**src/common/xfer_pkg.sv**
```systemverilog
// transfer package
// command encoding and default widths shared by the sequencer, router and top
package xfer_pkg;

   // default datapath sizes, overridden through the top-level parameters
   parameter int DATA_W  = 32;  // word width
   parameter int SRAM_AW = 7;   // 128 sram words
   parameter int FR_AW   = 5;   // 32 registers

   // one command per start edge once the fill is done
   typedef enum logic [2:0] {
      CMD_IDLE       = 3'd0,  // no transfer, acknowledged right away
      CMD_TO_SRAM    = 3'd1,  // input word -> sram
      CMD_TO_FR      = 3'd2,  // input word -> register file
      CMD_FROM_SRAM  = 3'd3,  // sram -> rdata
      CMD_FROM_FR    = 3'd4,  // register file -> rdata
      CMD_FR_TO_SRAM = 3'd5,  // copy register -> sram word
      CMD_SRAM_TO_FR = 3'd6   // copy sram word -> register
   } xfer_cmd_e;

endpackage

```
**src/logic/hex_display.sv**
```systemverilog
`timescale 1ns/1ns
// hex display
// six active-low seven-segment digits from the low 24 bits, segment a is bit 0
module hex_display #(
   parameter int data_w = xfer_pkg::DATA_W
) (
   input  logic [data_w-1:0] value,
   output logic [6:0]        hex0,   // lowest nibble
   output logic [6:0]        hex1,
   output logic [6:0]        hex2,
   output logic [6:0]        hex3,
   output logic [6:0]        hex4,
   output logic [6:0]        hex5    // bits 23:20
);

   // active-low, bit order gfedcba
   function automatic logic [6:0] seg7(input logic [3:0] nib);
      case (nib)
         4'h0: seg7 = 7'h40;
         4'h1: seg7 = 7'h79;
         4'h2: seg7 = 7'h24;
         4'h3: seg7 = 7'h30;
         4'h4: seg7 = 7'h19;
         4'h5: seg7 = 7'h12;
         4'h6: seg7 = 7'h02;
         4'h7: seg7 = 7'h78;
         4'h8: seg7 = 7'h00;
         4'h9: seg7 = 7'h10;
         4'ha: seg7 = 7'h08;
         4'hb: seg7 = 7'h03;  // lower-case b
         4'hc: seg7 = 7'h46;
         4'hd: seg7 = 7'h21;  // lower-case d
         4'he: seg7 = 7'h06;
         default: seg7 = 7'h0e;  // f
      endcase
   endfunction

   assign hex0 = seg7(value[3:0]);
   assign hex1 = seg7(value[7:4]);
   assign hex2 = seg7(value[11:8]);
   assign hex3 = seg7(value[15:12]);
   assign hex4 = seg7(value[19:16]);
   assign hex5 = seg7(value[23:20]);

endmodule

```
**config.mk**
```make
export PLATFORM = sky130hd
export DESIGN_NAME = hex_display
export DESIGN_NICKNAME = d
export VERILOG_FILES = /design/src/common/xfer_pkg.sv /design/src/logic/hex_display.sv
export SDC_FILE = /design/constraint.sdc
export NUM_CORES = 1
export LEC_CHECK = 0
export BUFFER_PORTS_ARGS = -buffer_cell sky130_fd_sc_hd__buf_2
export CAP_MARGIN = 5
export CELL_PAD_IN_SITES_DETAIL_PLACEMENT = 1
export CELL_PAD_IN_SITES_GLOBAL_PLACEMENT = 2
export CORE_AREA = 2 2 84 86
export DETAILED_ROUTE_END_ITERATION = 6
export DIE_AREA = 0 0 86 88
export PLACE_DENSITY = 0.8
export SLEW_MARGIN = 40
export SYNTH_ARGS = -nofsm -noshare
export SYNTH_HDL_FRONTEND = slang
export SYNTH_SLANG_ARGS = --single-unit
export TNS_END_PERCENT = 20
```
**constraint.sdc**
```tcl
create_clock -name vclk -period 0.94
set_clock_uncertainty 0.1 [all_clocks]
set_input_delay 0.047 -clock vclk [all_inputs]
set_output_delay 0.047 -clock vclk [all_outputs]
set_load 0.03 [all_outputs]
```
**Word-level counts from Yosys, hierarchy flattened**

Memories as Yosys holds them, arrays and structs flattened.
Cells that the tools add are included.

- Output and inout bits: 42
- Bits of input ports: 32
- RAM bits: 0
- Bits in registers: 0
- Memories kept: 6
- Word-level logic and storage cells: 6
- ROM bits: 672
- Bits in latches: 0

- Multipliers: 0
- Bitwise logic cells: 0
- Reduce and logical (&&, ||, !) cells: 0
- Mux-type cells: 0
- Shifts and indexed selects: 0
- Equality and inequality tests: 0
- Add/subtract/negate cells: 0
- Order comparisons: 0
- Div/mod/pow operators: 0

Memories:

| memory | words | bits a word | read ports | clocked after Yosys merged registers in | write ports | line | source |
|---|---|---|---|---|---|---|---|
| (no name shown) | 16 | 7 | 1 | 0 | 0 | hex_display.sv:18 | `case (nib)` |
| (no name shown) | 16 | 7 | 1 | 0 | 0 | hex_display.sv:18 |  |
| (no name shown) | 16 | 7 | 1 | 0 | 0 | hex_display.sv:18 |  |
| (no name shown) | 16 | 7 | 1 | 0 | 0 | hex_display.sv:18 |  |
| (no name shown) | 16 | 7 | 1 | 0 | 0 | hex_display.sv:18 |  |
| (no name shown) | 16 | 7 | 1 | 0 | 0 | hex_display.sv:18 |  |

**Longest topological paths before layout**

An unclocked memory read counts as a cell.

- Depth after elaboration: 1
- Mapped depth: 5
- Gate-level depth less buffers: 5

**Worst setup path before layout**

No wires, ideal clock.

- Kind: input to output
- Start: input value[8]
- End: output hex2[5]
- Data required time: 0.793 ns
- Arrival time: 1.104 ns
- Stages: 3
- Slack: -0.311 ns
- Buffers on the path: 0
- Path through: inv_1 ha_1 o31ai_1

- Longest elaborated chain between the ends: 1

Ends and longest elaborated chain:

| element | line | source |
|---|---|---|
| start: declaration | hex_display.sv:7 | `input logic [data_w-1:0] value,` |
| memory read (16 x 7 bit) | n/a |  |
| end: declaration | hex_display.sv:10 | `output logic [6:0] hex2,` |

No other way between the ends.

**Worst setup path in the final report**

- Start: input value[13]
- End: output hex3[3]

- Longest elaborated chain between the ends: 1

Ends and longest elaborated chain:

| element | line | source |
|---|---|---|
| memory read (16 x 7 bit) | n/a |  |
| end: declaration | hex_display.sv:11 | `output logic [6:0] hex3,` |

No other way between the ends.

==> metrics.txt <==
VDD IR max=0.283 mV; wire per inst=15.9 um; P per Cell Area=573 nW/um^2; P_int=about 1000 uW; Hold Path Class=input port to output pin; worst endpoint required time=790 ps; Setup WS post-layout=-316 ps; WL final=approximately 6500 um; ranking of synthesized cells by area=ha_1, mux2i_1, a22o_1; final slew viol count=0; post-detail-place hpwl=approximately 4500 um; fin util=54.5%; crit start category=input port; first-pass GRT wire length=approximately 10000 um; net switching power=1030 uW; fill count=between 700 and 800; ant diodes=0; Nets=406; Hold-fix buffers, CTS=0; Max Fanout on Critical Path=5; DRT iter0 DRCs=40; sequential power share=0%; FF/Latch Area=0 sq um; Die H=approximately 88 um; Post-synth top cells=ha_1, mux2i_1, nor2_1; fin crit share=134%; Ports=74; status=finished with violations; RD Place Congestion=0.819; failing checks=negative setup slack; die area=between 7000 and 8000 sq um; Switching Share=roughly 50%; port buffer count=66; # rows=30; Synth area leader=ha_1; hold worst-path end=hex4[0]; vias in the first global route=between 2000 and 2500; syn_nets=263; max_cap viols=0; register area share after synthesis=0%; top-count cell post-synth=ha_1; synth unique cells=25; max frequency=796 MHz; CP Data Arrival Time=between 1000 and 1500 ps; core area=between 6000 and 7000 sq um; RSZ-0062 raised after global routing=yes; global route hottest layer=met2; synthesized area=roughly 1600 sq um; crit end category=output pin; initial antenna violation count=0; GR Util met3=1.04%; syn_area_per_cell=between 8 and 9 sq um; Seq Cell Count=0; met2 Use GR=36.4%; DRC viols=0; Relative slew margins=79.8%; 1st-pass router iterations=4; number of synthesis warnings=0; M1 GR Usage=approximately 18%; Leak=between 0.0015 and 0.002 uW; clock buffers=0; GR Overflow Total=0; min Tclk post-route=1260 ps; layout cells sized above 1=between 70 and 80%; Combinational Power Share=100.0%; post-route ant nets=0; Mapped Cells=189; Power Total=slightly above 2000 uW; via/cell ratio=4.79; WHS Path Cells=3; Die X=86 um; routed via count=roughly 2000; synthesis-to-layout area growth=124%; final hold viol count=0; hold path startpoint=value[18]; Initial Utilization=roughly 24%; setup violators final=42; largest net degree at the start of global routing=11; Total GRT Usage=roughly 17%; critical setup path kind=input port to output pin; Slew @ Worst Pin=between 200 and 300 ps; Clk pwr share=0%; area share of the largest cell type after synthesis=between 30% and 40%
## power groups by stage
stage | clock network [uW] | registers (uW) | logic (uW)
after detailed placement | 0 | 0 | 1500
after global placement | 0 | 0 | 1460
after floorplan | 0 | 0 | 887
after CTS | 0 | 0 | 1980
final | 0 | 0 | 2070
after global routing | 0 | 0 | 2200
## metrics by stage
step | instance area, sq um | setup WS [ps] | TNS, ps | hold WS (ps) | instances
final | 3620 | -316 | -8560 | 364 | 410
after global routing | 3620 | -348 | -9990 | 380 | 410
after CTS | 3530 | -309 | -8150 | 365 | 410
after detailed placement | 2680 | -504 | -14370 | 387 | 406
after global placement | 2680 | -417 | -12770 | 379 | 406
after floorplan | 1710 | -207 | -2980 | 128 | 189
## worst max-delay path by stage
stage	to	startpoint	cells past startpoint	slack [ps]
CTS	hex3[3]	value[12]	6	-310
global placement	hex5[3]	value[20]	6	-420
floorplan	hex3[6]	value[14]	2	-210
finish	hex3[3]	value[13]	6	-320
global route	hex3[3]	value[13]	6	-350
detailed placement	hex3[3]	value[13]	6	-500
## routing by layer
layer | share of wire, % | vias to the layer above
met4 | 0.81 | 0
li1 | - | 956
met1 | 38 | 954
met2 | 58 | 45
met3 | 3.2 | 7
met5 | 0 | -
## critical path, cell delays in order
cell    delay, ps
buf_12         90
inv_8          40
ha_4          250
inv_2          30
mux4_2        480
buf_6         160
## cell usage in the layout, fill, tap and decap left out, types with 5 or more instances in the layout
| master | instances |
|---|---|
| mux4_2 | 6 |
| a32o_2 | 5 |
| buf_12 | 10 |
| inv_2 | 6 |
| nor2_1 | 19 |
| ha_1 | 10 |
| ha_2 | 7 |
| mux2i_1 | 16 |
| a22o_1 | 10 |
| o21ai_2 | 9 |
| buf_6 | 41 |
| buf_2 | 12 |
| inv_8 | 10 |
| buf_4 | 85 |
| ha_4 | 25 |
| buf_8 | 5 |
## kinds of logic after synthesis
family | synth area share [%]
simple gates | 14.9
compound gates | 18.6
fa+ha+maj | 32.5
mux | 24.3
buf+inv | 9.74
## timing repair
item | 4_1_cts | 5_1_grt
pin swaps | 21 | 8
endpoints found under the hold margin | 0 | 0
setup endpoints to repair | 42 | 42
resized for setup | 234 | 26
buffers inserted | 4 | 0
## area by class of cell
| type | count | area, sq um | share of cell area [%] |
|---|---|---|---|
| multi-input cells | 159 | 1930 | 53.4 |
| repair buffers | 153 | 1440 | 39.6 |
| inverters | 18 | 153 | 4.22 |
| well taps | 80 | 100 | 2.77 |
(Power assumes the default switching activity.)
