<file path="src/common/xfer_pkg.sv">
// transfer package
// command encoding and default widths shared by the sequencer, router and top
package xfer_pkg;

   // default datapath sizes, overridden through the top-level parameters
   parameter int DATA_W  = 32;  // word width
   parameter int SRAM_AW = 7;   // 128 sram words
   parameter int FR_AW   = 5;   // 32 registers

   // one command per start edge once the fill is done
   typedef enum logic [2:0] {
      CMD_IDLE       = 3'd0,  // no transfer, acknowledged right away
      CMD_TO_SRAM    = 3'd1,  // input word -> sram
      CMD_TO_FR      = 3'd2,  // input word -> register file
      CMD_FROM_SRAM  = 3'd3,  // sram -> rdata
      CMD_FROM_FR    = 3'd4,  // register file -> rdata
      CMD_FR_TO_SRAM = 3'd5,  // copy register -> sram word
      CMD_SRAM_TO_FR = 3'd6   // copy sram word -> register
   } xfer_cmd_e;

endpackage

</file>
<file path="src/memory/register_file.sv">
`timescale 1ns/1ns
// register file
// 32 entries, register 0 hardwired to zero, whole array cleared on reset
module register_file #(
   parameter int data_w = xfer_pkg::DATA_W,
   parameter int fr_aw  = xfer_pkg::FR_AW
) (
   input  logic              clk,
   input  logic              rst,    // clears every entry
   input  logic              we,
   input  logic              re,
   input  logic [fr_aw-1:0]  addr,
   input  logic [data_w-1:0] wdata,
   output logic [data_w-1:0] rdata
);

   localparam int entries = 1 << fr_aw;

   logic [data_w-1:0] regs [entries];
   logic              addr_zero;

   assign addr_zero = addr == '0;  // mips $zero

   // write side, writes to r0 are dropped
   always_ff @(posedge clk) begin
      if (rst) begin
         for (int i = 0; i < entries; i++) begin
            regs[i] <= '0;
         end
      end else if (we && !addr_zero) begin
         regs[addr] <= wdata;
      end
   end

   // registered read
   always_ff @(posedge clk) begin
      if (rst) begin
         rdata <= '0;
      end else if (re) begin
         rdata <= addr_zero ? '0 : regs[addr];  // r0 always reads zero
      end
   end

endmodule

</file>
<file path="config.mk">
export PLATFORM = sky130hd
export DESIGN_NAME = register_file
export DESIGN_NICKNAME = d
export VERILOG_FILES = /design/src/common/xfer_pkg.sv /design/src/memory/register_file.sv
export SDC_FILE = /design/constraint.sdc
export NUM_CORES = 1
export LEC_CHECK = 0
export BUFFER_PORTS_ARGS = -buffer_cell sky130_fd_sc_hd__buf_2
export CAP_MARGIN = 15
export CORE_UTILIZATION = 50
export DETAILED_ROUTE_END_ITERATION = 7
export PLACE_DENSITY = 0.76
export SYNTH_ARGS = -nofsm -noshare
export SYNTH_HDL_FRONTEND = slang
export SYNTH_SLANG_ARGS = --single-unit
</file>
<file path="constraint.sdc">
create_clock -name clk -period 2.85 [get_ports clk]
set_clock_uncertainty 0.05 [all_clocks]
set_input_delay 0.4275 -clock clk [delete_from_list [all_inputs] [get_ports clk]]
set_output_delay 0.4275 -clock clk [all_outputs]
set_load 0.03 [all_outputs]
</file>
After elaboration in Yosys (flattened, before gate mapping)
Memories as Yosys holds them, arrays and structs flattened. Cells that the tools add are included.

Reduce and logical (&&, ||, !) cells: 4. Multiplexer cells: 9.

Operator list (number): $mux W32 (2); $reduce_or A32 Y1 (1); $mux W1 (6); $logic_not A5 Y1 (1); $mux W5 (1); $logic_and A1 B1 Y1 (1); $logic_not A1 Y1 (1).

Register bits after elaboration: 32. Memory bits (writable): 1024. Memories kept: 1. Word-level logic and storage cells: 15. Input bits: 41. Output and inout port bits: 32.

Memories: regs (words 32, width 32, read ports 1, clocked after memory_dff 0, wr ports 32, line register_file.sv:19) `logic [data_w-1:0] regs [entries];`.

Depth between registers and ports, before layout
Gate-level depths: netlist of run 1.

Depth after elaboration: 8. Mapped depth: 9. Depth with buffers taken out: 5.

Least setup slack after synthesis of run 1
OpenSTA, ideal clock, no wires.

Path kind: input-to-reg. Start: in addr[2]. End: mem regs[18][0] (netlist name) (enable). Cell stages on the path: 5. Required time: 2425 ps. Setup slack: 599 ps. Arrival: 1826 ps. Buffers on the path: 2. Setup time: 375 ps. Cell sequence: buf_4 buf_4 or3b_4 nor2_4 or2_2.

RTL lines: start: declaration (line register_file.sv:12) `input logic [fr_aw-1:0] addr,`; end: declaration (line register_file.sv:19).

Worst setup path in the final report of run 1
Start: in addr[1]. End: reg rdata[30].

Word-level cells in the longest chain between the ends: 2. Elaborated cells on any way between the ends: 3. Classes of those cells: mux: 1; reduce/logical: 1; memory: 1.

RTL lines: $mem_v2 Z32 W32 or $logic_not A5 Y1 (tied branches); $mux W32 (*) (line register_file.sv:40) `rdata <= addr_zero ? '0 : regs[addr];`; end signal: assignment (line register_file.sv:40); end: declaration (line register_file.sv:14) `output logic [data_w-1:0] rdata`.

Mark *: on every way between the ends. The rest lies on a longest branch, timed or not. A chain may end at the register's enable or synchronous reset.

==> results.yml, run 1 <==
die:
  fp.dieH_um: 310
  die_width_um: 310
  die_area_mm2: 0.0959
  start_util_pct: 50.6
  core-area_mm2: 0.0935
  io_pins: 73
  fp-row-count: 112
route:
  dr.first_iter.drc_count: 3239
  drc_errors: 0
  totalWireLength_um: 129000
  antenna_left: 0
  vias: 28400
  drt_pass1_iterations: 6
  wl_per_cell_um: 26.9
  vias_per_cell: 5.94
clock_tree:
  clk_pin_slew_ns: 0.06
  htree_levels: 3
  postCtsSetupBuffers: 0
  hold_buffers: 0
  numClockSinks: 1056
  cts-buffers-inserted: 108
  clockRootBuffer: "clkbuf_16"
  cts_tree: "done"
  clk_path_buf_depth: 3
  clock_insertion_delay_worst_skew_ns: 0.69
  cts_resized: 0
placement:
  dp_hpwl_um: 78400
  globalplace.congestion: 0.878
  io_buffers: 72
  dp.cells: 4585
sta:
  fmax_mhz: 380
  period_share_pct: 92.2
  fin_hold_ws_ns: 0.275
  tightest_slew_ns: 1.35
  setup_viol: 0
  slew_headroom_pct: 9.10
  fin_setup_tns_ns: 0
  grt_setup_unrepaired: "no"
  fin_crit_ns: 2.63
  hold_viol_final: 0
  drv_slew: 0
cells_and_area:
  area_delta_synth_final_pct: 12.9
  fin_nets: 3482
  drive_gt1_share_pct: 14.1
  mostFrequentLayoutCells: "edfxtp_1 (1024), and2_1 (992), mux2i_1 (512), o22ai_1 (256), buf_4 (145)"
  final_cells: 4790
  final_common_cell: "edfxtp_1"
  antenna_cells: 0
power:
  comb_power_share_pct: 7.3
  p_seq_share_pct: 52.3
  p_int_mw: 26.9
  switchingPower_mw: 7.85
  p_leak_nw: 20.3
  power_density_mw_per_mm2: 649
  power.total_mw: 34.7
  ir_worst_vdd_v: 0.000454
  swShare_pct: 22.6
  clkPwrFrac_pct: 40.4
run_status:
  outcome: "complete, no violations"
setup_path:
  required_ns: 3.36
  endpoint_kind: "flop"
  cp_max_fo: 22
  path_class: "in -> reg"
  start_kind: "input port"
  cp.arrival_ns: 3.14
job:
  cap_viol_max_count: 0
logic_synthesis:
  synth_cell_types: 34
  ys_async_sr_fraction_pct: 0
  synth_warnings: 0
  synth_edf_count: 1024
  synthFlopType: "edfxtp_1"
  syn_inst: 3365
  ys_seq_elements: 1056
  synthesis.area_mm2: 0.0473
  synth.yosys.seq_area_share_pct: 66.3
  synth.avg_cell_area_um2: 14.1
hold_path:
  hold_class: "in -> reg"
global_route:
  grt_pass1_vias: 28400
  track_usage_pct: 26.9
  grt-ovfl-total: 0
  grt_max_degree: 73
  grt_first_pass_wirelength_um: 187000
  antenna_found_initial: 8
-- worst max-delay path, stage by stage --
cell and delay, ns:
buf_8 0.26, buf_12 0.19, buf_4 0.38, mux2i_1 0.23
o22ai_1 0.09, nor4_1 1.12, nand2_1 0.11, a22o_1 0.28
-- state kept, by name, summed over array words and instances (netlist names) --
signal,cells
rdata,32
regs,1024
-- final timing paths --
check	to	slack, ns	from	depth (start not counted)
worst max-delay path	rdata[30]$_SDFFE_PP0P_	0.22	addr[1]	8
worst min-delay path	rdata[12]$_SDFFE_PP0P_	0.28	re	3
worst max register to register	rdata[30]$_SDFFE_PP0P_	0.50	regs[7][30]$_SDFFCE_PN0P_	5
worst min register to register	rdata[9]$_SDFFE_PP0P_	0.43	rdata[9]$_SDFFE_PP0P_	1
-- cell usage after synthesis, drive strengths merged (29+ instances only) --
master  count  share of area, %
buf       120               1.5
mux2i     512                11
or2        31              0.41
a22o       32              0.59
nor2       29              0.31
clkbuf    205               1.7
and2      992                13
edfxtp   1024                65
dfxtp      32               1.4
nand2      34              0.27
o22ai     256               3.4
nor4       64              0.85
-- per-stage QoR --
stage                     worst slack [ns]  area (um^2)  utilization, %
final                                0.221        53500            57.2
after global routing                 0.249        53500            57.2
after CTS                            0.314        53500            57.2
after detailed placement            -0.402        49900            53.4
after global placement              -0.300        49900            53.4
after floorplan                      0.599        47400               -
-- layout make-up --
cell class	count	area [um^2]
clock buffers	161	3150
well taps	1254	1570
multi-input cells	2015	14600
flip-flops and latches	1056	31400
clock inverters	44	393
repair buffers	260	2320
fillers	7190	40000
-- logic make-up (layout without fill, tap and decap cells) --
| logic type | after synthesis | in the layout | synth area share, % |
|---|---|---|---|
| muxes | 512 | 512 | 10.8 |
| AOI/OAI and AO/OA | 288 | 288 | 3.98 |
| buffers and inverters | 325 | 465 | 3.23 |
| DFF | 1056 | 1056 | 66.3 |
| and+or+nand+nor | 1183 | 1183 | 15.6 |
| other | 1 | 32 | 0.00792 |
-- layer usage --
layer / share of wire (%) / GRT usage, %
met5: 0.010 / 0
met4: 3.7 / 10.3
met3: 9.4 / 5.44
met2: 48 / 44.1
met1: 39 / 35.3
-- power groups by stage --
stage	combinational, mW	clock, mW	sequential [mW]
3_3_place_gp	2.44	0	18.4
4_1_cts	2.49	14.1	18.1
3_5_place_dp	2.48	0	18.5
5_1_grt	2.63	14.7	18.2
2_1_floorplan	1.37	0	18.4
6_report	2.52	14.0	18.2
(Power assumes the default switching activity.)
==> inputs of run 2 (changes only) <==
--- a/config.mk
+++ b/config.mk
@@ -7,6 +7,7 @@
 export LEC_CHECK = 0
 export BUFFER_PORTS_ARGS = -buffer_cell sky130_fd_sc_hd__buf_2
 export CAP_MARGIN = 15
+export CORE_ASPECT_RATIO = 1.2
 export CORE_UTILIZATION = 50
 export DETAILED_ROUTE_END_ITERATION = 7
 export PLACE_DENSITY = 0.76
==> results.yml, run 2 (synthesis gave the netlist of run 1 again) <==
power:
  power.total_mw: 33.6
  ir_worst_vdd_v: 0.000433
  power_density_mw_per_mm2: 636
  clkPwrFrac_pct: 38.8
  switchingPower_mw: 7.57
  p_int_mw: 26.0
  p_seq_share_pct: 54.0
  swShare_pct: 22.5
  comb_power_share_pct: 7.2
  p_leak_nw: 20.0
clock_tree:
  clockRootBuffer: "clkbuf_16"
  clock_insertion_delay_worst_skew_ns: 0.67
  htree_levels: 3
  hold_buffers: 0
  cts_tree: "done"
  cts-buffers-inserted: 97
  clk_pin_slew_ns: 0.07
  numClockSinks: 1056
  postCtsSetupBuffers: 0
  cts_resized: 0
  clk_path_buf_depth: 3
global_route:
  track_usage_pct: 26.3
  antenna_found_initial: 3
  grt_max_degree: 51
  grt_pass1_vias: 28200
  grt-ovfl-total: 0
  grt_first_pass_wirelength_um: 184000
sta:
  slew_headroom_pct: 19.3
  tightest_slew_ns: 1.20
  fin_crit_ns: 2.72
  period_share_pct: 95.4
  setup_viol: 0
  hold_viol_final: 0
  fmax_mhz: 368
  fin_hold_ws_ns: 0.360
  drv_slew: 0
  grt_setup_unrepaired: "no"
setup_path:
  crit_chain: "buf_8 -> buf_12 -> buf_4 -> buf_4 -> mux2i_1 -> o22ai_1 -> nor4_1 -> nand2_1 -> a22o_1"
  reg2reg_slack_ns: 0.55
  start_kind: "input port"
  slowest_stage: "nor4_1"
  endpoint_kind: "flop"
  cp_max_fo: 20
  ff2ff_path_depth: 5
  required_ns: 3.35
  r2r_start: "regs[18][13]$_SDFFCE_PN0P_"
  slowest_delay_ns: 1.03
  r2r-end: "rdata[13]$_SDFFE_PP0P_"
  path_class: "in -> reg"
  cp.arrival_ns: 3.22
  critPathMostFrequentCell: "buf_4"
  startpoint: "addr[1]"
cells_and_area:
  largest_reg_flops: 1024
  antenna_cells: 0
  fin_nets: 3466
  area_delta_synth_final_pct: 11.7
  regMostFlops: "regs"
  finalInstanceArea_mm2: 0.0529
  reg_top3: "regs: 1024 flops, rdata: 32 flops"
  final.fill_count: 7184
  final_common_cell: "edfxtp_1"
  drive_gt1_share_pct: 13.4
  mostFrequentLayoutCells: "edfxtp_1 (1024), and2_1 (992), mux2i_1 (512), o22ai_1 (256), buf_4 (149)"
  final_cells: 4752
  final_util_pct: 56.4
route:
  antenna_left: 0
  dr.first_iter.drc_count: 2901
  vias: 28200
  vias_per_cell: 5.93
  wl_per_cell_um: 26.5
  drt_pass1_iterations: 5
  drc_errors: 0
  totalWireLength_um: 126000
hold_path:
  min_from: "re"
  worst_hold_path.endpoint: "rdata[26]$_SDFFE_PP0P_"
  min_delay_path_depth: 3
  hold_class: "in -> reg"
placement:
  io_buffers: 72
  dp_hpwl_um: 77200
  placed_cell_area_mm2: 0.0497
  globalplace.congestion: 0.870
  dp.cells: 4574
run_status:
  outcome: "complete, no violations"
die:
  fp.dieH_um: 339
  core-area_mm2: 0.0937
  die_width_um: 283
  die_area_mm2: 0.0959
  io_pins: 73
  start_util_pct: 50.5
  fp-row-count: 123
job:
  cap_viol_max_count: 0
[run 2: through the flow]
step,worst slack (ns),TNS (ns)
2_1_floorplan,0.599,0
3_3_place_gp,-0.422,-1.65
3_5_place_dp,-0.412,-1.93
4_1_cts,0.257,0
5_1_grt,0.124,0
6_report,0.132,0
[run 2: worst max-delay path: cells and delay by family]
kind | cells | cell delay (ns)
compound gates | 2 | 0.40
buf+inv | 4 | 0.90
mux | 1 | 0.25
simple gates | 2 | 1.18
[run 2: how the worst max path moves through the flow]
stage | to | slack, ns | cells after the start
2_1_floorplan | regs[18][0]$_SDFFCE_PN0P_ | 0.60 | 5
3_3_place_gp | rdata[15]$_SDFFE_PP0P_ | -0.42 | 9
3_5_place_dp | rdata[15]$_SDFFE_PP0P_ | -0.41 | 9
4_1_cts | rdata[13]$_SDFFE_PP0P_ | 0.26 | 9
5_1_grt | rdata[13]$_SDFFE_PP0P_ | 0.12 | 9
6_report | rdata[13]$_SDFFE_PP0P_ | 0.13 | 9
[run 2: metal layers]
| layer | vias up | track usage, % | part of all wire (%) |
|---|---|---|---|
| li1 | 12300 | - | - |
| met1 | 14100 | 33.7 | 38 |
| met2 | 1448 | 44.1 | 49 |
| met3 | 301 | 4.35 | 8.5 |
| met4 | 6 | 11.3 | 4.0 |
| met5 | - | 0 | 0.035 |
[run 2: power by group through the flow]
stage | Sequential [mW] | Clock [mW] | Combinational (mW)
global placement | 18.4 | 0 | 2.36
detailed placement | 18.5 | 0 | 2.40
CTS | 18.1 | 13.1 | 2.40
global route | 18.2 | 13.7 | 2.55
finish | 18.1 | 13.0 | 2.43
floorplan | 18.4 | 0 | 1.37
[run 2: layout make-up]
type                    instances  area [um^2]  area share (%)
well taps                    1250         1560            2.96
multi-input cells            2015        14600            27.7
flip-flops and latches       1056        31400            59.4
repair buffers                255         2140            4.05
clock buffers                 127         2660            5.04
clock inverters                49          477           0.902
