===== config.mk =====
export PLATFORM = sky130hd
export DESIGN_NAME = xfer_sequencer
export DESIGN_NICKNAME = d
export VERILOG_FILES = /design/src/common/xfer_pkg.sv /design/src/logic/xfer_sequencer.sv
export SDC_FILE = /design/constraint.sdc
export NUM_CORES = 1
export LEC_CHECK = 0
export ABC_CLOCK_PERIOD_IN_PS = 2800
export BUFFER_PORTS_ARGS = -buffer_cell sky130_fd_sc_hd__buf_2
export CAP_MARGIN = 20
export CELL_PAD_IN_SITES_DETAIL_PLACEMENT = 0
export CELL_PAD_IN_SITES_GLOBAL_PLACEMENT = 1
export CORE_MARGIN = 2
export CORE_UTILIZATION = 31
export CTS_BUF_LIST = sky130_fd_sc_hd__clkbuf_2
export DETAILED_ROUTE_END_ITERATION = 10
export PLACE_DENSITY = 0.75
export SYNTH_ARGS = -nofsm -noshare
export SYNTH_HDL_FRONTEND = slang
export SYNTH_SLANG_ARGS = --single-unit

===== constraint.sdc =====
create_clock -name clk -period 2.8 [get_ports clk]
set_input_delay 0 -clock clk [delete_from_list [all_inputs] [get_ports clk]]
set_output_delay 0 -clock clk [all_outputs]
set_load 0.05 [all_outputs]

===== src/common/xfer_pkg.sv =====
// transfer package
// command encoding and default widths shared by the sequencer, router and top
package xfer_pkg;

   // default datapath sizes, overridden through the top-level parameters
   parameter int DATA_W  = 32;  // word width
   parameter int SRAM_AW = 7;   // 128 sram words
   parameter int FR_AW   = 5;   // 32 registers

   // one command per start edge once the fill is done
   typedef enum logic [2:0] {
      CMD_IDLE       = 3'd0,  // no transfer, acknowledged right away
      CMD_TO_SRAM    = 3'd1,  // input word -> sram
      CMD_TO_FR      = 3'd2,  // input word -> register file
      CMD_FROM_SRAM  = 3'd3,  // sram -> rdata
      CMD_FROM_FR    = 3'd4,  // register file -> rdata
      CMD_FR_TO_SRAM = 3'd5,  // copy register -> sram word
      CMD_SRAM_TO_FR = 3'd6   // copy sram word -> register
   } xfer_cmd_e;

endpackage


===== src/logic/xfer_sequencer.sv =====
`timescale 1ns/1ns
// transfer sequencer
// fills the sram with the inverted-address pattern, then issues one command per start edge
module xfer_sequencer #(
   parameter int data_w  = xfer_pkg::DATA_W,
   parameter int sram_aw = xfer_pkg::SRAM_AW,
   parameter int fr_aw   = xfer_pkg::FR_AW
) (
   input  logic                clk,
   input  logic                rst,
   input  logic                start,       // level, rising edge only
   input  xfer_pkg::xfer_cmd_e cmd,
   input  logic [sram_aw-1:0]  sram_addr,
   input  logic [fr_aw-1:0]    reg_addr,
   input  logic [data_w-1:0]   wdata,
   input  logic                op_done,     // end of the current command
   output logic                op_valid,    // one-cycle issue pulse
   output xfer_pkg::xfer_cmd_e op,
   output logic [sram_aw-1:0]  op_sram_addr,
   output logic [fr_aw-1:0]    op_reg_addr,
   output logic [data_w-1:0]   op_wdata,
   output logic                busy,
   output logic                init_done
);
   import xfer_pkg::*;

   typedef enum logic [1:0] {
      S_IDLE,   // waiting for the first start
      S_FILL,   // one sram write per cycle
      S_PAUSE,  // last write settles
      S_READY   // command mode
   } seq_state_e;

   seq_state_e         state;
   logic               start_q;
   logic               start_edge;
   logic [sram_aw:0]   fill_cnt;    // msb set once every word is issued
   logic [sram_aw-1:0] fill_addr;
   logic [data_w-1:0]  fill_word;
   logic               issue_fill;
   logic               issue_cmd;

   assign start_edge = start & ~start_q;
   assign fill_addr  = fill_cnt[sram_aw-1:0];
   assign fill_word  = {{(data_w-sram_aw){1'b0}}, ~fill_addr};  // inverse in low bits

   // first fill write goes out on the edge itself, so op_valid follows in one cycle
   assign issue_fill = (state == S_IDLE && start_edge) ||
                       (state == S_FILL && !fill_cnt[sram_aw]);
   // edges while busy are dropped
   assign issue_cmd  = state == S_READY && !busy && start_edge;

   always_ff @(posedge clk) begin
      if (rst) begin
         start_q <= 1'b0;
      end else begin
         start_q <= start;
      end
   end

   always_ff @(posedge clk) begin
      if (rst) begin
         state     <= S_IDLE;
         fill_cnt  <= '0;
         op_valid  <= 1'b0;
         busy      <= 1'b0;
         init_done <= 1'b0;
      end else begin
         op_valid <= issue_fill | issue_cmd;
         if (issue_fill) begin
            fill_cnt <= fill_cnt + {{sram_aw{1'b0}}, 1'b1};
         end
         case (state)
            S_IDLE: begin
               if (start_edge) begin
                  state <= S_FILL;
                  busy  <= 1'b1;  // held through the whole fill
               end
            end
            S_FILL: begin
               // router acks each fill write, counted here instead
               if (fill_cnt[sram_aw]) begin
                  state <= S_PAUSE;
               end
            end
            S_PAUSE: begin
               state     <= S_READY;
               busy      <= 1'b0;
               init_done <= 1'b1;
            end
            S_READY: begin
               if (issue_cmd) begin
                  busy <= 1'b1;
               end else if (op_done) begin
                  busy <= 1'b0;  // falling edge marks the end
               end
            end
            default: state <= S_IDLE;
         endcase
      end
   end

   // op fields stay put until the next issue, router reads them in later steps
   always_ff @(posedge clk) begin
      if (issue_fill) begin
         op           <= CMD_TO_SRAM;
         op_sram_addr <= fill_addr;
         op_reg_addr  <= '0;
         op_wdata     <= fill_word;
      end else if (issue_cmd) begin
         op           <= cmd;
         op_sram_addr <= sram_addr;
         op_reg_addr  <= reg_addr;
         op_wdata     <= wdata;
      end
   end

endmodule


After elaboration in Yosys (flattened, before gate mapping)

Cells that the tools add are included.

Register bits after elaboration: 61
Input bits: 51

$add $sub $neg: 1
Equal/unequal tests: 6
Muxes and demuxes: 11
Bitwise operators: 4
Reduce and logical (&&, ||, !) cells: 13

Operators by type and width:

| cell                  | number |
|---|---|
| $mux W7               | 4 |
| $add A8 B1 Y8 const B | 1 |
| $not A7 Y7            | 1 |
| $pmux W2 S3           | 1 |
| $reduce_and A3 Y1     | 2 |
| $reduce_bool A3 Y1    | 2 |
| $eq A2 B2 Y1 const B  | 2 |
| $logic_and A1 B1 Y1   | 4 |
| $mux W2               | 2 |
| $ne A2 B2 Y1 const B  | 2 |
| $mux W1               | 3 |
| $ne A3 B3 Y1 const B  | 1 |
| $pmux W1 S3           | 1 |
| $eq A2 B1 Y1 const B  | 1 |
| $logic_not A1 Y1      | 2 |
| $logic_not A2 Y1      | 1 |
| $reduce_bool A2 Y1    | 1 |
| $and A1 B1 Y1         | 1 |
| $logic_or A1 B1 Y1    | 1 |
| $not A1 Y1            | 1 |
| $or A1 B1 Y1          | 1 |

Depth between registers and ports, before layout

Gate-level depths: netlist of the first run.

Word-level depth: 5
Depth in mapped cells: 8
Gate-level depth less buffers: 6

Worst setup path before layout of the first run

OpenSTA, ideal clock, no wires.

Kind: reg-to-reg
Start point: register state[0]
End point: register op_sram_addr[0] (enable)
Library setup time: 0.361 ns
Data arrival time: 1.601 ns
Data required time: 2.439 ns
Slack: 0.838 ns
Cell stages (with the launch flop): 6
Buffers on the path: 2
Period minus slack after synthesis: 1.962 ns
Path through: dfxtp_1 -> ha_1 -> or3b_1 -> clkbuf_1 -> buf_2 -> nand2_1

Cells in the longest elaborated chain, start to end: 4
Elaborated cells between the ends (all ways): 9

RTL lines:

| element                                                   | RTL line                                                         | RTL |
|---|---|---|
| start, declared                                           | xfer_sequencer.sv:34                                             | `seq_state_e state;` |
| start signal, assigned                                    | xfer_sequencer.sv:63                                             | `state <= S_IDLE;` |
| start signal, assigned                                    | xfer_sequencer.sv:76                                             | `state <= S_FILL;` |
| start signal, assigned                                    | xfer_sequencer.sv:83                                             | `state <= S_PAUSE;` |
| $eq A2 B1 Y1, or another cell as far along                | xfer_sequencer.sv:49                                             | `(state == S_FILL && !fill_cnt[sram_aw]);` |
| $logic_and A1 B1 Y1 (on tied branches)                    | xfer_sequencer.sv:49, xfer_sequencer.sv:48, xfer_sequencer.sv:51 |  |
| $logic_or A1 B1 Y1 or $logic_and A1 B1 Y1 (tied branches) | xfer_sequencer.sv:48, xfer_sequencer.sv:51                       |  |
| $reduce_bool A2 Y1 (no line) *                            | -                                                                |  |
| end signal, assigned                                      | xfer_sequencer.sv:107                                            | `op_sram_addr <= fill_addr;` |
| end signal, assigned                                      | xfer_sequencer.sv:112                                            | `op_sram_addr <= sram_addr;` |
| end, declared                                             | xfer_sequencer.sv:19                                             | `output logic [sram_aw-1:0] op_sram_addr,` |

Mark *: on every way between the ends. The rest lies on a longest branch, timed or not.
A chain may end at the register's enable or synchronous reset.

Worst setup path in the final report of the first run

Start point: register state[0]
End point: register op_wdata[6] (enable)

Cells in the longest elaborated chain, start to end: 4
Elaborated cells between the ends (all ways): 9

RTL lines:

| element                                                   | RTL line                                                         | RTL |
|---|---|---|
| $eq A2 B1 Y1, or another cell as far along                | xfer_sequencer.sv:49                                             |  |
| $logic_and A1 B1 Y1 (on tied branches)                    | xfer_sequencer.sv:49, xfer_sequencer.sv:48, xfer_sequencer.sv:51 |  |
| $logic_or A1 B1 Y1 or $logic_and A1 B1 Y1 (tied branches) | xfer_sequencer.sv:48, xfer_sequencer.sv:51                       |  |
| $reduce_bool A2 Y1 (no line) *                            | -                                                                |  |
| end signal, assigned                                      | xfer_sequencer.sv:109                                            | `op_wdata <= fill_word;` |
| end signal, assigned                                      | xfer_sequencer.sv:114                                            | `op_wdata <= wdata;` |
| end, declared                                             | xfer_sequencer.sv:21                                             | `output logic [data_w-1:0] op_wdata,` |

Marks and branches as above.

==> flow_metrics.tcl, run 1 <==
set metrics [dict create \
    slew_headroom_pct 64.1 \
    hpwlAfterDp_mm 3.93 \
    synthTopCellsByArea "dfxtp_1 (39%), edfxtp_1 (17%), nand2_1 (14%), a21oi_1 (9.7%), ha_1 (3.6%)" \
    place_congestion 0.746 \
    wl_per_cell_um 11.7 \
    place_area_sq_um 3010 \
    synth_cell_types 28 \
    grt_setup_unrepaired "false" \
    final_cell_mix "buf_2 (100), nand2_1 (89), dlygate4sd3_1 (51)" \
    fp-row-count 32 \
    die_w_um 92.4 \
    final_cell_area_sq_um 3650 \
    max_freq_ghz 0.509 \
    synth_top_area_share_pct 38.9 \
    cp.required_ns 2.92 \
    path_class "reg2reg" \
    start_util_pct 31.7 \
    dr.pass1.iters 4 \
    grt_pass1_wl_mm 10.2 \
    num_vias 2309 \
    cp-end-kind "register" \
    setup_violations 0 \
    track_usage_pct 15.1 \
    fin_tns_setup_ns 0 \
    grt_pass1_vias 2254 \
    start_kind "register" \
    area_growth_pct 50.7 \
    tritoncts "yes" \
    die_h_um 92.4 \
    ys_ff_latch 61 \
    ys_seq_area_share_pct 56.2 \
    cts_sinks 61 \
    drv_slew 0 \
    ir_worst_vdd_mv 0.226 \
    via_per_inst 4.35 \
    cts.htree.levels 3 \
    final_common_cell "buf_2" \
    drc 0 \
    fin_worst_skew_ns 0.0182 \
    initialDrtViolationCount 60 \
    power_uw 3050 \
    netlist_area_sq_um 2420 \
    grt_max_degree 35 \
    postCtsSetupBuffers 0 \
    portBuffers 100 \
    synth_area_per_cell_sq_um 8.80 \
    hold_viol 0 \
    crit_chain "inv_1, ha_1, nand3b_2, and2_4, nand2_1" \
    yosys_warnings 0 \
    slowest_stage "dfxtp_1" \
    final_antenna_net_count 0 \
    core-area_sq_um 7650 \
    fill_cells 754 \
    tightest_slew_ns 0.537 \
    die_area_sq_um 8530 \
    pwr_density_cell_nw_per_um2 837 \
    cp_data_arrival_time_ns 2.09 \
    period_needed_ns 1.97 \
    rr_worst_depth 5 \
    synth_cells 275 \
    min_period_over_period_pct 70.2 \
    antenna_found_initial 0 \
    cts_buffer_depth 2 \
    path_max_fanout 14 \
    max-cap-violations 0 \
    drive_gt1_share_pct 28.9 \
    cts_made_buffers 9 \
    clock_insertion_delay_worst_skew_ns 0.48 \
    final_nets 482 \
    grt_overflow 0 \
    critPathMaxStageDelay_ns 0.47 \
    synth_top_area_cell "dfxtp_1" \
    hold_path_class "in2reg" \
    diodes 0 \
    synth_nets 333 \
    cellLeakagePower_uw 0.00158 \
    clk_pin_slew_ns 0.17 \
    holdPathStages 4 \
    status "completed" \
    ioPinCount 101 \
    totalWireLength_mm 6.23 \
    cts-root-buf "clkbuf_2" \
]
## power by group
part           switching [uW]  internal, uW
registers                87.3          1110
logic                     906           325
clock network             320           306
## critical path, delay by kind of cell (launching register included)
family                     cells  cell delay (ns)
and+or+nand+nor                3             0.78
adders and majority gates      1             0.26
DFF                            1             0.47
buffers and inverters          1             0.09
## timing repair
action                                  in CTS  in global routing
hold endpoints to repair                    61                  0
resized for setup                            0                  0
hold buffers                                51                  0
endpoints found under the setup margin       0                  0
## registers in the layout, indices dropped and copies added (netlist names)
register	count
op	3
init_done	1
op_reg_addr	5
state	2
op_sram_addr	7
op_valid	1
busy	1
fill_cnt	8
op_wdata	32
start_q	1
## final cells by class
cell class	instances	area (sq um)	area share, %
Inverter	6	22.5	0.617
Sequential cell	61	1360	37.3
Clock inverter	4	72.6	1.99
Timing Repair Buffer	154	1030	28.3
Tap cell	102	128	3.50
Clock buffer	12	60.1	1.65
Multi-Input combinational cell	192	971	26.6
## synth_stat cells (all sizes together)
cell and instances:
a221oi 1, and2 1, nand3 4, mux2i 1, clkbuf 9, a211oi 2
or3b 1, nand2b 3, nand2 90, nand4 2, a21oi 47, buf 7
edfxtp 14, nor2 17, a21bo 1, o31ai 1, a32o 1, or4 1
dfxtp 47, xnor2 6, nor3b 1, nor2b 1, inv 6, ha 7
o21ai 2, o21a 1, nand3b 1
## kinds of logic after synthesis
logic type,count (synthesis),share of synthesized area [%]
fa+ha+maj,7,3.62
flops,61,56.2
compound gates,56,12.6
buf+inv,22,4.03
simple gates,122,21.0
mux,1,0.413
xor+xnor,6,2.17
## stage by stage
| stage | util (%) | worst slack (ns) | hold WS [ns] | cells |
|---|---|---|---|---|
| after floorplan | - | 0.838 | 0.0691 | 275 |
| after global placement | 39.3 | 0.922 | 0.224 | 464 |
| after detailed placement | 39.3 | 0.828 | 0.228 | 464 |
| after CTS | 47.7 | 0.796 | 0.223 | 531 |
| after global routing | 47.7 | 0.588 | 0.226 | 531 |
| final | 47.7 | 0.834 | 0.258 | 531 |
## worst paths after layout
kind                                from                     endpoint  slack (ns)
max                state[0]$_SDFFE_PP0P_        op_wdata[6]$_DFFE_PP_        0.83
min reg2reg  op_reg_addr[1]$_SDFFE_PP0P_  op_reg_addr[1]$_SDFFE_PP0P_        0.46
min                               cmd[0]           op[0]$_SDFFE_PP1P_        0.26
max reg2reg        state[0]$_SDFFE_PP0P_        op_wdata[6]$_DFFE_PP_        0.83
## layer usage
metal	global-route usage, %	part of all wire (%)	up-vias
li1	-	-	1204
met1	18.0	44	1027
met2	25.1	48	64
met3	3.34	5.0	14
met4	8.83	3.0	0
met5	0	0	-
Power figures use the tool's default switching activity.
==> inputs of run 2 (changes only) <==
ABC_CLOCK_PERIOD_IN_PS = 1810   (was 2800)
clock period = 1.81 ns   (was 2.8 ns; I/O delays follow)
==> flow_metrics.tcl, run 2 (synthesis results as in run 1) <==
set metrics [dict create \
    status "completed" \
    hold_path_class "in2reg" \
    setup_violations 0 \
    final_cell_area_sq_um 3740 \
    final_nets 487 \
    grt_pass1_vias 2298 \
    die_w_um 92.4 \
    cts_made_buffers 9 \
    cp_data_arrival_time_ns 2.13 \
    max-cap-violations 0 \
    antenna_found_initial 0 \
    top_register "op_wdata" \
    fin_ws_ns 0.0998 \
    pre_cts_slack_ns 0.101 \
    cts.htree.levels 3 \
    initialDrtViolationCount 62 \
    via_per_inst 4.44 \
    drive_gt1_share_pct 30.4 \
    fp-row-count 32 \
    path_max_fanout 6 \
    period_needed_ns 1.71 \
    path_class "reg2reg" \
    cellLeakagePower_uw 0.00163 \
    max_freq_ghz 0.585 \
    grt_setup_unrepaired "false" \
    dr.pass1.iters 4 \
    track_usage_pct 15.5 \
    tritoncts "yes" \
    cp.required_ns 2.23 \
    largest_reg_flops 32 \
    clock_insertion_delay_worst_skew_ns 0.47 \
    tightest_slew_ns 0.369 \
    cts_buffer_depth 2 \
    grt_max_degree 35 \
    slew_headroom_pct 75.4 \
    place_congestion 0.783 \
    fin_tns_setup_ns 0 \
    final_common_cell "buf_2" \
    num_vias 2378 \
    hold_viol 0 \
    grt_pass1_wl_mm 10.4 \
    cts-root-buf "clkbuf_2" \
    drv_slew 0 \
    die_h_um 92.4 \
    start_util_pct 31.7 \
    cp-end-kind "register" \
    ir_worst_vdd_mv 0.524 \
    totalWireLength_mm 6.40 \
    core-area_sq_um 7650 \
    pwr_density_cell_nw_per_um2 1330 \
    start_kind "register" \
    top_regs "op_wdata: 32 flops, fill_cnt: 8 flops, op_sram_addr: 7 flops" \
    postCtsSetupBuffers 0 \
    portBuffers 100 \
    ioPinCount 101 \
    hpwlAfterDp_mm 4.09 \
    cts_sinks 61 \
    final_cell_mix "buf_2 (100), nand2_1 (88), dlygate4sd3_1 (51)" \
    final_antenna_net_count 0 \
    diodes 0 \
    grt_overflow 0 \
    area_growth_pct 54.6 \
    place_area_sq_um 3060 \
    wl_per_cell_um 11.9 \
    die_area_sq_um 8530 \
    min_period_over_period_pct 94.5 \
    fin_worst_skew_ns 0.0123 \
    drc 0 \
    clk_pin_slew_ns 0.17 \
]
run 2: worst paths after layout:
kind,slack [ns],startpoint,endpoint,cells past startpoint
worst min-delay path,0.29,wdata[14],op_wdata[14]$_SDFFE_PP0P_,4
worst min register to register,0.46,op_wdata[24]$_SDFFE_PP0P_,op_wdata[24]$_SDFFE_PP0P_,2
worst max-delay path,0.1,state[1]$_SDFFE_PP0P_,fill_cnt[7]$_SDFFE_PP0P_,6
worst max register to register,0.1,state[1]$_SDFFE_PP0P_,fill_cnt[7]$_SDFFE_PP0P_,6
run 2: repair_timing:
action                                 in CTS  in global routing
endpoints found under the hold margin      61                  0
gates resized for setup                     0                  4
setup endpoints to repair                   0                 33
hold buffers                               51                  0
run 2: power breakdown:
part | internal (uW) | switching, uW
combinational | 583 | 1450
clock | 603 | 496
sequential | 1720 | 132
run 2: per-layer routing:
metal / track usage, % / vias up / share of wire (%)
li1: - / 1209 / -
met1: 17.3 / 1080 / 43
met2: 26.8 / 75 / 49
met3: 4.07 / 14 / 5.2
met4: 8.46 / 0 / 2.9
met5: 0 / - / 0
run 2: critical path, cell delays in order (launching register included):
cell and delay [ns]:
dfxtp_2 0.37, inv_1 0.09, ha_1 0.23, nand3b_2 0.14, and2_4 0.20, or4_1 0.50
a21oi_1 0.14
run 2: layout make-up:
class	count	area [sq um]
fillers	750	3900
clock buffers	11	55.1
inverters	6	22.5
flip-flops and latches	61	1360
clock inverters	5	98.8
repair buffers	159	1080
multi-input cells	192	992
well taps	102	128
run 2: per-stage QoR:
step / utilization [%] / power (uW) / instances / hold slack [ns]
floorplan: - / 3330 / 275 / 0.0691
global placement: 40.1 / 3790 / 469 / 0.236
CTS: 48.7 / 5010 / 536 / 0.232
finish: 49.0 / 4980 / 536 / 0.289
detailed placement: 40.1 / 3820 / 469 / 0.246
global route: 49.0 / 5300 / 536 / 0.230
